### src/hw/wr_edge_pkg.sv
// Shared types and fixed protocol constants of the write edge data path
package wr_edge_pkg;

    // ====================
    // Protocol constants
    // ====================

    // Width of one data line in bits
    localparam int LINE_W = 64;

    // Width of a line address in bits
    localparam int ADDR_W = 32;

    // Largest number of beats in one write packet
    localparam int MAX_BEATS = 4;

    // Bits needed to number the beats of the longest packet
    localparam int CL_W = $clog2(MAX_BEATS);

    // ====================
    // Payload types
    // ====================

    // One data line as it travels with a write beat
    typedef logic [LINE_W-1:0] t_line;

    // Line address of a write packet
    // A packet of n+1 beats is aligned to a multiple of n+1 lines
    typedef logic [ADDR_W-1:0] t_addr;

    // ====================
    // Packet framing types
    // ====================

    // Packet length minus one, so zero means a single-beat packet
    typedef logic [CL_W-1:0] t_cl_len;

    // Beat number inside a packet, counting from zero at the sop beat
    // The last beat is the one whose number equals the packet's t_cl_len
    typedef logic [CL_W-1:0] t_cl_num;

    // Beat numbers and lengths are compared directly in the producer and
    // the consumer, so both types must keep the same width
    // Changing MAX_BEATS changes both of them together

endpackage

### src/hw/wr_beat_replay.sv
// Write beat replay that queues control requests, rebuilds packets from the heap and frees slots
module wr_beat_replay
#(
    parameter int N_HEAP_ENTRIES = 8,
    localparam int IDX_W = $clog2(N_HEAP_ENTRIES),
    localparam int CNT_W = $clog2(N_HEAP_ENTRIES + 1)
)
(
    input  logic                 clk,
    input  logic                 reset,

    // Control requests from the producer
    input  logic                 req_valid,
    input  wr_edge_pkg::t_addr   req_addr,
    input  wr_edge_pkg::t_cl_len req_cl_len,
    input  logic [IDX_W-1:0]     req_idx,

    // Heap read port and slot release
    output logic [IDX_W-1:0]     rd_idx,
    output wr_edge_pkg::t_cl_num rd_clnum,
    input  wr_edge_pkg::t_line   rd_data,
    output logic                 free,
    output logic [IDX_W-1:0]     free_idx,

    // Downstream beats
    input  logic                 out_alm_full,
    output logic                 out_valid,
    output logic                 out_sop,
    output wr_edge_pkg::t_cl_len out_cl_len,
    output wr_edge_pkg::t_addr   out_addr,
    output wr_edge_pkg::t_line   out_data
);
    import wr_edge_pkg::*;

    // Request FIFO, as deep as the heap so it never overflows
    t_addr            q_addr [N_HEAP_ENTRIES];
    t_cl_len          q_len  [N_HEAP_ENTRIES];
    logic [IDX_W-1:0] q_idx  [N_HEAP_ENTRIES];
    logic [IDX_W-1:0] wr_ptr;
    logic [IDX_W-1:0] rd_ptr;
    logic [CNT_W-1:0] q_cnt;

    // Packet in progress after its sop beat has gone out
    logic             busy;
    t_cl_num          beat;
    t_addr            cur_addr;
    t_cl_len          cur_len;
    logic [IDX_W-1:0] cur_idx;

    logic             start;
    logic             last_beat;

    // A packet may only begin in a cycle with no downstream back-pressure
    assign start = !busy && (q_cnt != '0) && !out_alm_full;

    // ====================
    // Beat output
    // ====================

    // The sop beat comes straight from the FIFO head; later beats follow on
    // consecutive cycles from the captured request
    always_comb
    begin
        if (busy)
        begin
            out_valid  = 1'b1;
            out_sop    = 1'b0;
            out_addr   = cur_addr;
            out_cl_len = cur_len;
            rd_idx     = cur_idx;
            rd_clnum   = beat;
        end
        else
        begin
            out_valid  = start;
            out_sop    = start;
            out_addr   = q_addr[rd_ptr];
            out_cl_len = q_len[rd_ptr];
            rd_idx     = q_idx[rd_ptr];
            rd_clnum   = '0;
        end
    end

    assign out_data  = rd_data;
    assign last_beat = out_valid && (rd_clnum == out_cl_len);

    // The slot is released with the last line read out of it
    assign free     = last_beat;
    assign free_idx = rd_idx;

    // ====================
    // Request FIFO and packet state
    // ====================

    always_ff @(posedge clk)
    begin
        if (req_valid)
        begin
            q_addr[wr_ptr] <= req_addr;
            q_len[wr_ptr]  <= req_cl_len;
            q_idx[wr_ptr]  <= req_idx;
        end

        if (start)
        begin
            cur_addr <= q_addr[rd_ptr];
            cur_len  <= q_len[rd_ptr];
            cur_idx  <= q_idx[rd_ptr];
        end
    end

    always_ff @(posedge clk)
    begin
        if (reset)
        begin
            wr_ptr <= '0;
            rd_ptr <= '0;
            q_cnt  <= '0;
            busy   <= 1'b0;
            beat   <= '0;
        end
        else
        begin
            if (req_valid)
            begin
                wr_ptr <= (wr_ptr == IDX_W'(N_HEAP_ENTRIES - 1)) ? '0 : wr_ptr + 1'b1;
            end
            if (start)
            begin
                rd_ptr <= (rd_ptr == IDX_W'(N_HEAP_ENTRIES - 1)) ? '0 : rd_ptr + 1'b1;
            end
            q_cnt <= q_cnt + CNT_W'(req_valid) - CNT_W'(start);

            // Single-beat packets finish in their start cycle
            if (start)
            begin
                busy <= (q_len[rd_ptr] != '0);
                beat <= t_cl_num'(1);
            end
            else if (busy)
            begin
                if (last_beat)
                begin
                    busy <= 1'b0;
                end
                else
                begin
                    beat <= t_cl_num'(beat + 1'b1);
                end
            end
        end
    end

endmodule

### src/hw/wr_data_heap.sv
// Write data heap holding packet lines per slot with a free list and an almost-full flag
module wr_data_heap
#(
    parameter int N_HEAP_ENTRIES = 8,
    parameter int HEAP_RESERVE = 2,
    localparam int IDX_W = $clog2(N_HEAP_ENTRIES),
    localparam int CNT_W = $clog2(N_HEAP_ENTRIES + 1)
)
(
    input  logic                 clk,
    input  logic                 reset,

    // Line writes from the producer
    input  logic                 heap_wen,
    input  logic [IDX_W-1:0]     heap_widx,
    input  wr_edge_pkg::t_cl_num heap_wclnum,
    input  wr_edge_pkg::t_line   heap_wdata,

    // Slot allocation toward the producer
    input  logic                 alloc,
    output logic [IDX_W-1:0]     alloc_idx,

    // Read port and slot release from the consumer
    input  logic [IDX_W-1:0]     rd_idx,
    input  wr_edge_pkg::t_cl_num rd_clnum,
    output wr_edge_pkg::t_line   rd_data,
    input  logic                 free,
    input  logic [IDX_W-1:0]     free_idx,

    // Upstream flow control
    output logic                 in_alm_full
);
    import wr_edge_pkg::*;

    // Line storage, one row of MAX_BEATS lines per slot
    t_line mem [N_HEAP_ENTRIES][MAX_BEATS];

    // Circular list of free slot indices
    logic [IDX_W-1:0] free_list [N_HEAP_ENTRIES];
    // Position of the next slot to hand out
    logic [IDX_W-1:0] head;
    // Position where the next released slot is stored
    logic [IDX_W-1:0] tail;

    logic [CNT_W-1:0] free_cnt;
    logic [CNT_W-1:0] free_cnt_next;

    // ====================
    // Line storage
    // ====================

    always_ff @(posedge clk)
    begin
        if (heap_wen)
        begin
            mem[heap_widx][heap_wclnum] <= heap_wdata;
        end
    end

    // Reads are combinational so the consumer sees the line in the same
    // cycle as it sends the beat
    assign rd_data = mem[rd_idx][rd_clnum];

    // ====================
    // Free list
    // ====================

    // The head entry is the slot of the packet now arriving
    assign alloc_idx = free_list[head];

    // An allocate and a release in the same cycle leave the count alone
    always_comb
    begin
        free_cnt_next = free_cnt;
        if (alloc && !free)
        begin
            free_cnt_next = free_cnt - 1'b1;
        end
        else if (free && !alloc)
        begin
            free_cnt_next = free_cnt + 1'b1;
        end
    end

    always_ff @(posedge clk)
    begin
        if (reset)
        begin
            head        <= '0;
            tail        <= '0;
            free_cnt    <= CNT_W'(N_HEAP_ENTRIES);
            // Hold off the sender until the list is ready
            in_alm_full <= 1'b1;
            // Every slot starts out free, in index order
            for (int i = 0; i < N_HEAP_ENTRIES; i++)
            begin
                free_list[i] <= IDX_W'(i);
            end
        end
        else
        begin
            if (alloc)
            begin
                head <= (head == IDX_W'(N_HEAP_ENTRIES - 1)) ? '0 : head + 1'b1;
            end

            // Released slots go to the back of the list
            if (free)
            begin
                free_list[tail] <= free_idx;
                tail <= (tail == IDX_W'(N_HEAP_ENTRIES - 1)) ? '0 : tail + 1'b1;
            end

            free_cnt <= free_cnt_next;

            // The reserve covers the packet that may still be arriving when the
            // flag rises, since one packet only ever needs one slot
            in_alm_full <= (free_cnt_next <= CNT_W'(HEAP_RESERVE));
        end
    end

endmodule

### src/hw/wr_edge_top.sv
// Write edge top level joining the packet producer, the data heap and the beat replay
module wr_edge_top
#(
    parameter int N_HEAP_ENTRIES = 8,
    parameter int HEAP_RESERVE = 2,
    localparam int IDX_W = $clog2(N_HEAP_ENTRIES)
)
(
    input  logic                 clk,
    input  logic                 reset,

    // Accelerator side
    input  logic                 in_valid,
    input  logic                 in_sop,
    input  wr_edge_pkg::t_cl_len in_cl_len,
    input  wr_edge_pkg::t_addr   in_addr,
    input  wr_edge_pkg::t_line   in_data,
    output logic                 in_alm_full,

    // Memory side
    input  logic                 out_alm_full,
    output logic                 out_valid,
    output logic                 out_sop,
    output wr_edge_pkg::t_cl_len out_cl_len,
    output wr_edge_pkg::t_addr   out_addr,
    output wr_edge_pkg::t_line   out_data
);
    import wr_edge_pkg::*;

    // Heap write and allocation
    logic             heap_wen;
    logic [IDX_W-1:0] heap_widx;
    t_cl_num          heap_wclnum;
    t_line            heap_wdata;
    logic             alloc;
    logic [IDX_W-1:0] alloc_idx;

    // Control requests, one per stored packet
    logic             req_valid;
    t_addr            req_addr;
    t_cl_len          req_cl_len;
    logic [IDX_W-1:0] req_idx;

    // Heap read and release
    logic [IDX_W-1:0] rd_idx;
    t_cl_num          rd_clnum;
    t_line            rd_data;
    logic             free;
    logic [IDX_W-1:0] free_idx;

    wr_packet_canon #(.N_HEAP_ENTRIES(N_HEAP_ENTRIES)) wr_packet_canon_i (.*);

    wr_data_heap #(
        .N_HEAP_ENTRIES(N_HEAP_ENTRIES),
        .HEAP_RESERVE(HEAP_RESERVE)
    ) wr_data_heap_i (.*);

    wr_beat_replay #(.N_HEAP_ENTRIES(N_HEAP_ENTRIES)) wr_beat_replay_i (.*);

endmodule

### src/hw/wr_packet_canon.sv
// Write packet producer that restores sop headers, fills the heap and issues one request per packet
module wr_packet_canon
#(
    parameter int N_HEAP_ENTRIES = 8,
    localparam int IDX_W = $clog2(N_HEAP_ENTRIES)
)
(
    input  logic                 clk,
    input  logic                 reset,

    // Beats from the accelerator, every valid cycle is one accepted beat
    input  logic                 in_valid,
    input  logic                 in_sop,
    input  wr_edge_pkg::t_cl_len in_cl_len,
    input  wr_edge_pkg::t_addr   in_addr,
    input  wr_edge_pkg::t_line   in_data,

    // Slot that the heap keeps ready for the packet now arriving
    input  logic [IDX_W-1:0]     alloc_idx,

    // Heap write port, driven in the same cycle as the beat
    output logic                 heap_wen,
    output logic [IDX_W-1:0]     heap_widx,
    output wr_edge_pkg::t_cl_num heap_wclnum,
    output wr_edge_pkg::t_line   heap_wdata,
    output logic                 alloc,

    // One control request per packet toward the consumer
    output logic                 req_valid,
    output wr_edge_pkg::t_addr   req_addr,
    output wr_edge_pkg::t_cl_len req_cl_len,
    output logic [IDX_W-1:0]     req_idx
);
    import wr_edge_pkg::*;

    // High once a multi-beat packet has started and until its last beat
    logic    pkt_active;
    // Number that the next beat of the open packet will carry
    t_cl_num beat_num;

    // Header fields captured from the sop beat
    t_addr   sop_addr;
    t_cl_len sop_len;

    // Canonical view of the beat in the current cycle
    t_addr   canon_addr;
    t_cl_len canon_len;
    t_cl_num canon_num;
    logic    last_beat;

    // ====================
    // Canonical header
    // ====================

    // Later beats may carry garbage in the length and address fields, so only
    // the sop beat is trusted and the others reuse its captured header
    always_comb
    begin
        if (in_sop)
        begin
            canon_addr = in_addr;
            canon_len  = in_cl_len;
        end
        else
        begin
            canon_addr = sop_addr;
            canon_len  = sop_len;
        end

        // The beat count restarts whenever no packet is open
        canon_num = pkt_active ? beat_num : '0;
    end

    assign last_beat = in_valid && (canon_num == canon_len);

    // Data goes to the current slot at the beat's own line position
    assign heap_wen    = in_valid;
    assign heap_widx   = alloc_idx;
    assign heap_wclnum = canon_num;
    assign heap_wdata  = in_data;

    // The slot is claimed only once the whole packet is stored
    assign alloc = last_beat;

    // ====================
    // Beat tracking
    // ====================

    // Header capture and request payload hold no control state
    always_ff @(posedge clk)
    begin
        if (in_valid && in_sop)
        begin
            sop_addr <= in_addr;
            sop_len  <= in_cl_len;
        end

        // The request names the slot that this last beat just filled
        if (last_beat)
        begin
            req_addr   <= canon_addr;
            req_cl_len <= canon_len;
            req_idx    <= alloc_idx;
        end
    end

    always_ff @(posedge clk)
    begin
        if (reset)
        begin
            pkt_active <= 1'b0;
            beat_num   <= '0;
            req_valid  <= 1'b0;
        end
        else
        begin
            // The request leaves one cycle after the last beat
            req_valid <= last_beat;

            if (in_valid)
            begin
                pkt_active <= !last_beat;
                beat_num   <= t_cl_num'(canon_num + 1'b1);
            end
        end
    end

endmodule

### config.mk
export PLATFORM = sky130hd
export DESIGN_NAME = wr_edge_top
export DESIGN_NICKNAME = d
export VERILOG_FILES = /design/src/hw/wr_edge_pkg.sv /design/src/hw/wr_beat_replay.sv /design/src/hw/wr_data_heap.sv /design/src/hw/wr_edge_top.sv /design/src/hw/wr_packet_canon.sv
export SDC_FILE = /design/constraint.sdc
export NUM_CORES = 2
export LEC_CHECK = 0
export BUFFER_PORTS_ARGS = -buffer_cell sky130_fd_sc_hd__buf_2
export CAP_MARGIN = 20
export CORE_MARGIN = 2
export CORE_UTILIZATION = 56
export DETAILED_ROUTE_END_ITERATION = 8
export PLACE_DENSITY = 0.81
export RECOVER_POWER = 50
export SLEW_MARGIN = 10
export SYNTH_ARGS = -nofsm -noshare
export SYNTH_HDL_FRONTEND = slang
export SYNTH_SLANG_ARGS = --single-unit
### constraint.sdc
create_clock -name clk -period 5.1 [get_ports clk]
set_input_delay 0.765 -clock clk [delete_from_list [all_inputs] [get_ports clk]]
set_output_delay 0.765 -clock clk [all_outputs]
set_load 0.005 [all_outputs]
==> results.md <==
* Status: complete, but fails checks
* Failing checks: DRC, capacitance limit, slew limit, setup timing
* Worst Path Arrival at 4.34 ns
* P&R area growth vs syn at 13.5%
* Slew Limit Fails at 34
* Seq/Total Area, Yosys at 78.4%
* Critical path required time at 4.34 ns
* Reg2reg setup slack at 1.24 ns
* Syn_nets at 6018
* Most used cell, CP: buf_12
* Fill count at 10600
* First-pass GRT wire length at 378000 um
* Final worst-path cycle share at 100%
* Hold-fix buffers, CTS at 0
* Via count at 58300
* Final Total Pwr at 54300 uW
* Final setup fails at 1
* Number of flops mapped to enable cells by yosys at 2476
* Placed cell areas at 0.100 mm2
* Hold_sp: in_addr[17]
* Post-synth ARST share at 0%
* Layout Skew at 0.0846 ns
* Via density at 6.77
* Chip Width at 417 um
* Cts bufs inserted at 228
* Min Tclk post-route at 5.11 ns
* TritonRoute pass-1 iters at 9
* IO Pins at 204
* Worst Reg2Reg Path Length in Cells at 7
* Clk root buf: clkbuf_16
* Hpwl dp at 133000 um
* Antenna-violating nets left at 0
* FF+latch count, synth at 2510
* Die Y at 417 um
* WP buf/inv at 5
* Share of cells above drive strength 1 at 16.9%
* Core box area at 0.169 mm2
* RSZ-0062 raised after global routing: true
* Clock sink total at 2510
* Most common library cells after synthesis: edfxtp_1, nand2_1, nand3_1
* Final Hold Viols at 0
* Reg clk slew, reported paths at 0.07 ns
* Hold Path Sink: wr_packet_canon_i.sop_addr[17]$_DFFE_PP_
* Total gr overflow at 0
* Nets at 6311
* Post-Route WL at 264000 um
* Initial core utilization at 56.4%
* Main synth FF type: edfxtp_1
* HP Class: primary input to flip-flop
* Critical Setup Path Class: flip-flop to output pin
* Synth area leaders: edfxtp_1, nand2_1, mux4_2
* GR peak layer: met2
* Synth Instances at 5895
* Detailed Route Iter0 Violations at 10500
* Met1 Resource Use GR at 38.6%
* CP Max Fanout at 30
* DRC viols at 2
* Skew-Pair Late Insertion Delay at 0.90 ns
* Vias in the first global route at 57800
* Critical Path Slowest Stage Cell: mux4_2
* Yosys warnings at 0
* TritonCTS clock tree: built
* Crit-path cells: mux2_1 -> mux4_2 -> mux2i_4 -> buf_6 -> buf_12 -> buf_12 -> nand2_1 -> a31oi_1 -> a21oi_1 -> o32ai_1 -> buf_4 -> buf_2
* Startpoint types: flip-flop
* Peak supply drop at 0.477 mV
* Hold Slack at 0.0729 ns
* Total of max-cap violations at 2
* Worst Setup End Kind: output pin
* Crit path max-delay family: multiplexers
* H-tree depth at 4
* Largest net degree at the start of global routing at 121
* Power per cell area at 500 mW/mm2
* Clock buffer depth at 3
* Met3 global-route usage at 7.17%
* Hold depth at 1
* Tot GR Track Use at 29.8%
* Port bufs at 203
* Final Instance Area at 0.109 mm2
* Synth Cell Area at 0.0956 mm2
* Leakage Power at 0.0354 uW
* Gpl congestion at 0.818
* Yosys cell types at 51
* Synth top area share at 77.7%
* Final WS setup at -0.00896 ns
* Wire per inst at 30.6 um
* Die Area at 0.174 mm2
* Worst Tran Pin Value at 2.46 ns
* Fmax at 196 MHz
* CP peak stage delay at 0.60 ns
* Worst slew margin at -64.2%
* Count leader, synth: edfxtp_1
* Average size of a mapped cell at 16.2 um2
* Fin Setup TNS at -0.00896 ns
* Initial antenna violation count at 18
* FF-to-FF End: wr_data_heap_i.mem[3][142]$_DFFE_PP_
* Post-layout util at 64.0%
* M2 GR Usage at 46.7%
* Synth area leader: edfxtp_1
* Core Rows at 151
## per-stage QoR
step	setup slack (ns)	cells
finish	-0.00896	8615
global route	-0.0357	8614
global placement	0.491	8150
floorplan	0.161	5895
detailed placement	0.522	8151
CTS	0.00364	8601
## registers in the layout (all words and copies together), names as in the netlist, 2 cells and up, named ones only
| register | count |
|---|---|
| wr_packet_canon_i.req_idx | 3 |
| wr_data_heap_i.tail | 3 |
| wr_beat_replay_i.cur_len | 2 |
| wr_packet_canon_i.sop_len | 2 |
| wr_beat_replay_i.cur_addr | 32 |
| wr_packet_canon_i.sop_addr | 32 |
| wr_data_heap_i.free_cnt | 4 |
| wr_data_heap_i.mem | 2048 |
| wr_data_heap_i.free_list | 24 |
| wr_beat_replay_i.q_len | 16 |
| wr_beat_replay_i.rd_ptr | 3 |
| wr_packet_canon_i.req_addr | 32 |
| wr_beat_replay_i.q_addr | 256 |
| wr_packet_canon_i.req_cl_len | 2 |
| wr_data_heap_i.head | 3 |
| wr_packet_canon_i.beat_num | 2 |
| wr_beat_replay_i.q_idx | 24 |
| wr_beat_replay_i.cur_idx | 3 |
| wr_beat_replay_i.beat | 2 |
| wr_beat_replay_i.q_cnt | 4 |
| wr_beat_replay_i.wr_ptr | 3 |
## what timing repair did
| action | in CTS | in global routing |
|---|---|---|
| pin swaps | 1 | 1 |
| endpoints found under the setup margin | 62 | 53 |
| gates cloned | 6 | 2 |
| gates resized for setup | 28 | 29 |
| setup buffers | 10 | 7 |
## metal layers
metal / vias up / share of wire [%] / routed length, um
met5: - / 0.049 / 129
met4: 22 / 6.3 / 16600
met3: 1075 / 14 / 36700
met2: 5259 / 47 / 124000
met1: 28600 / 33 / 86200
li1: 23400 / - / -
## cell families (layout without fill, tap and decap cells)
group	count (synthesis)	count (layout)	synth area share, %
buffers and inverters	377	866	1.62
and+or+nand+nor	1971	1973	8.53
AOI/OAI and AO/OA	674	677	4.74
DFF	2510	2510	78.4
adders and majority gates	20	20	0.269
other	0	5	0
xor gates and xnor gates	10	10	0.0916
muxes	333	336	6.30
## how the worst max path moves through the flow
stage / from / to / slack [ns] / cells after the start
final: flip-flop / out_data[27] / -0.009 / 12
after global routing: flip-flop / out_data[26] / -0.04 / 9
after CTS: flip-flop / out_data[32] / 0.004 / 9
after detailed placement: flip-flop / out_data[51] / 0.52 / 8
after global placement: flip-flop / out_data[53] / 0.49 / 8
after floorplan: flip-flop / wr_data_heap_i.mem[1][0]$_DFFE_PP_ / 0.16 / 7
## cell usage in the layout (no fill, tap or decap), drive strengths merged, types with 65 or more instances in the layout
cell type / count
mux4: 204
o221ai: 127
nand2: 1325
a21oi: 270
nand3: 467
edfxtp: 2476
nor2: 79
clkbuf: 357
clkinv: 120
buf: 325
a32oi: 65
nor3: 71
mux2: 112
a31oi: 127
## where the power goes
part / leakage (uW) / switching, uW / internal, uW
logic: 0.00909 / 8870 / 4560
clock network: 0.00372 / 7610 / 9820
registers: 0.0226 / 220 / 23200
## final cells by class
| cell class | instances | area [um2] | area share, % |
|---|---|---|---|
| diodes | 5 | 12.5 | 0.0115 |
| clock buffers | 271 | 5950 | 5.48 |
| clock inverters | 163 | 1710 | 1.57 |
| inverters | 21 | 78.8 | 0.0726 |
| multi-input cells | 3016 | 19900 | 18.4 |
| flip-flops and latches | 2510 | 75000 | 69.1 |
| well taps | 2218 | 2780 | 2.56 |
| repair buffers | 411 | 3020 | 2.78 |
Power figures use the tool's default switching activity.
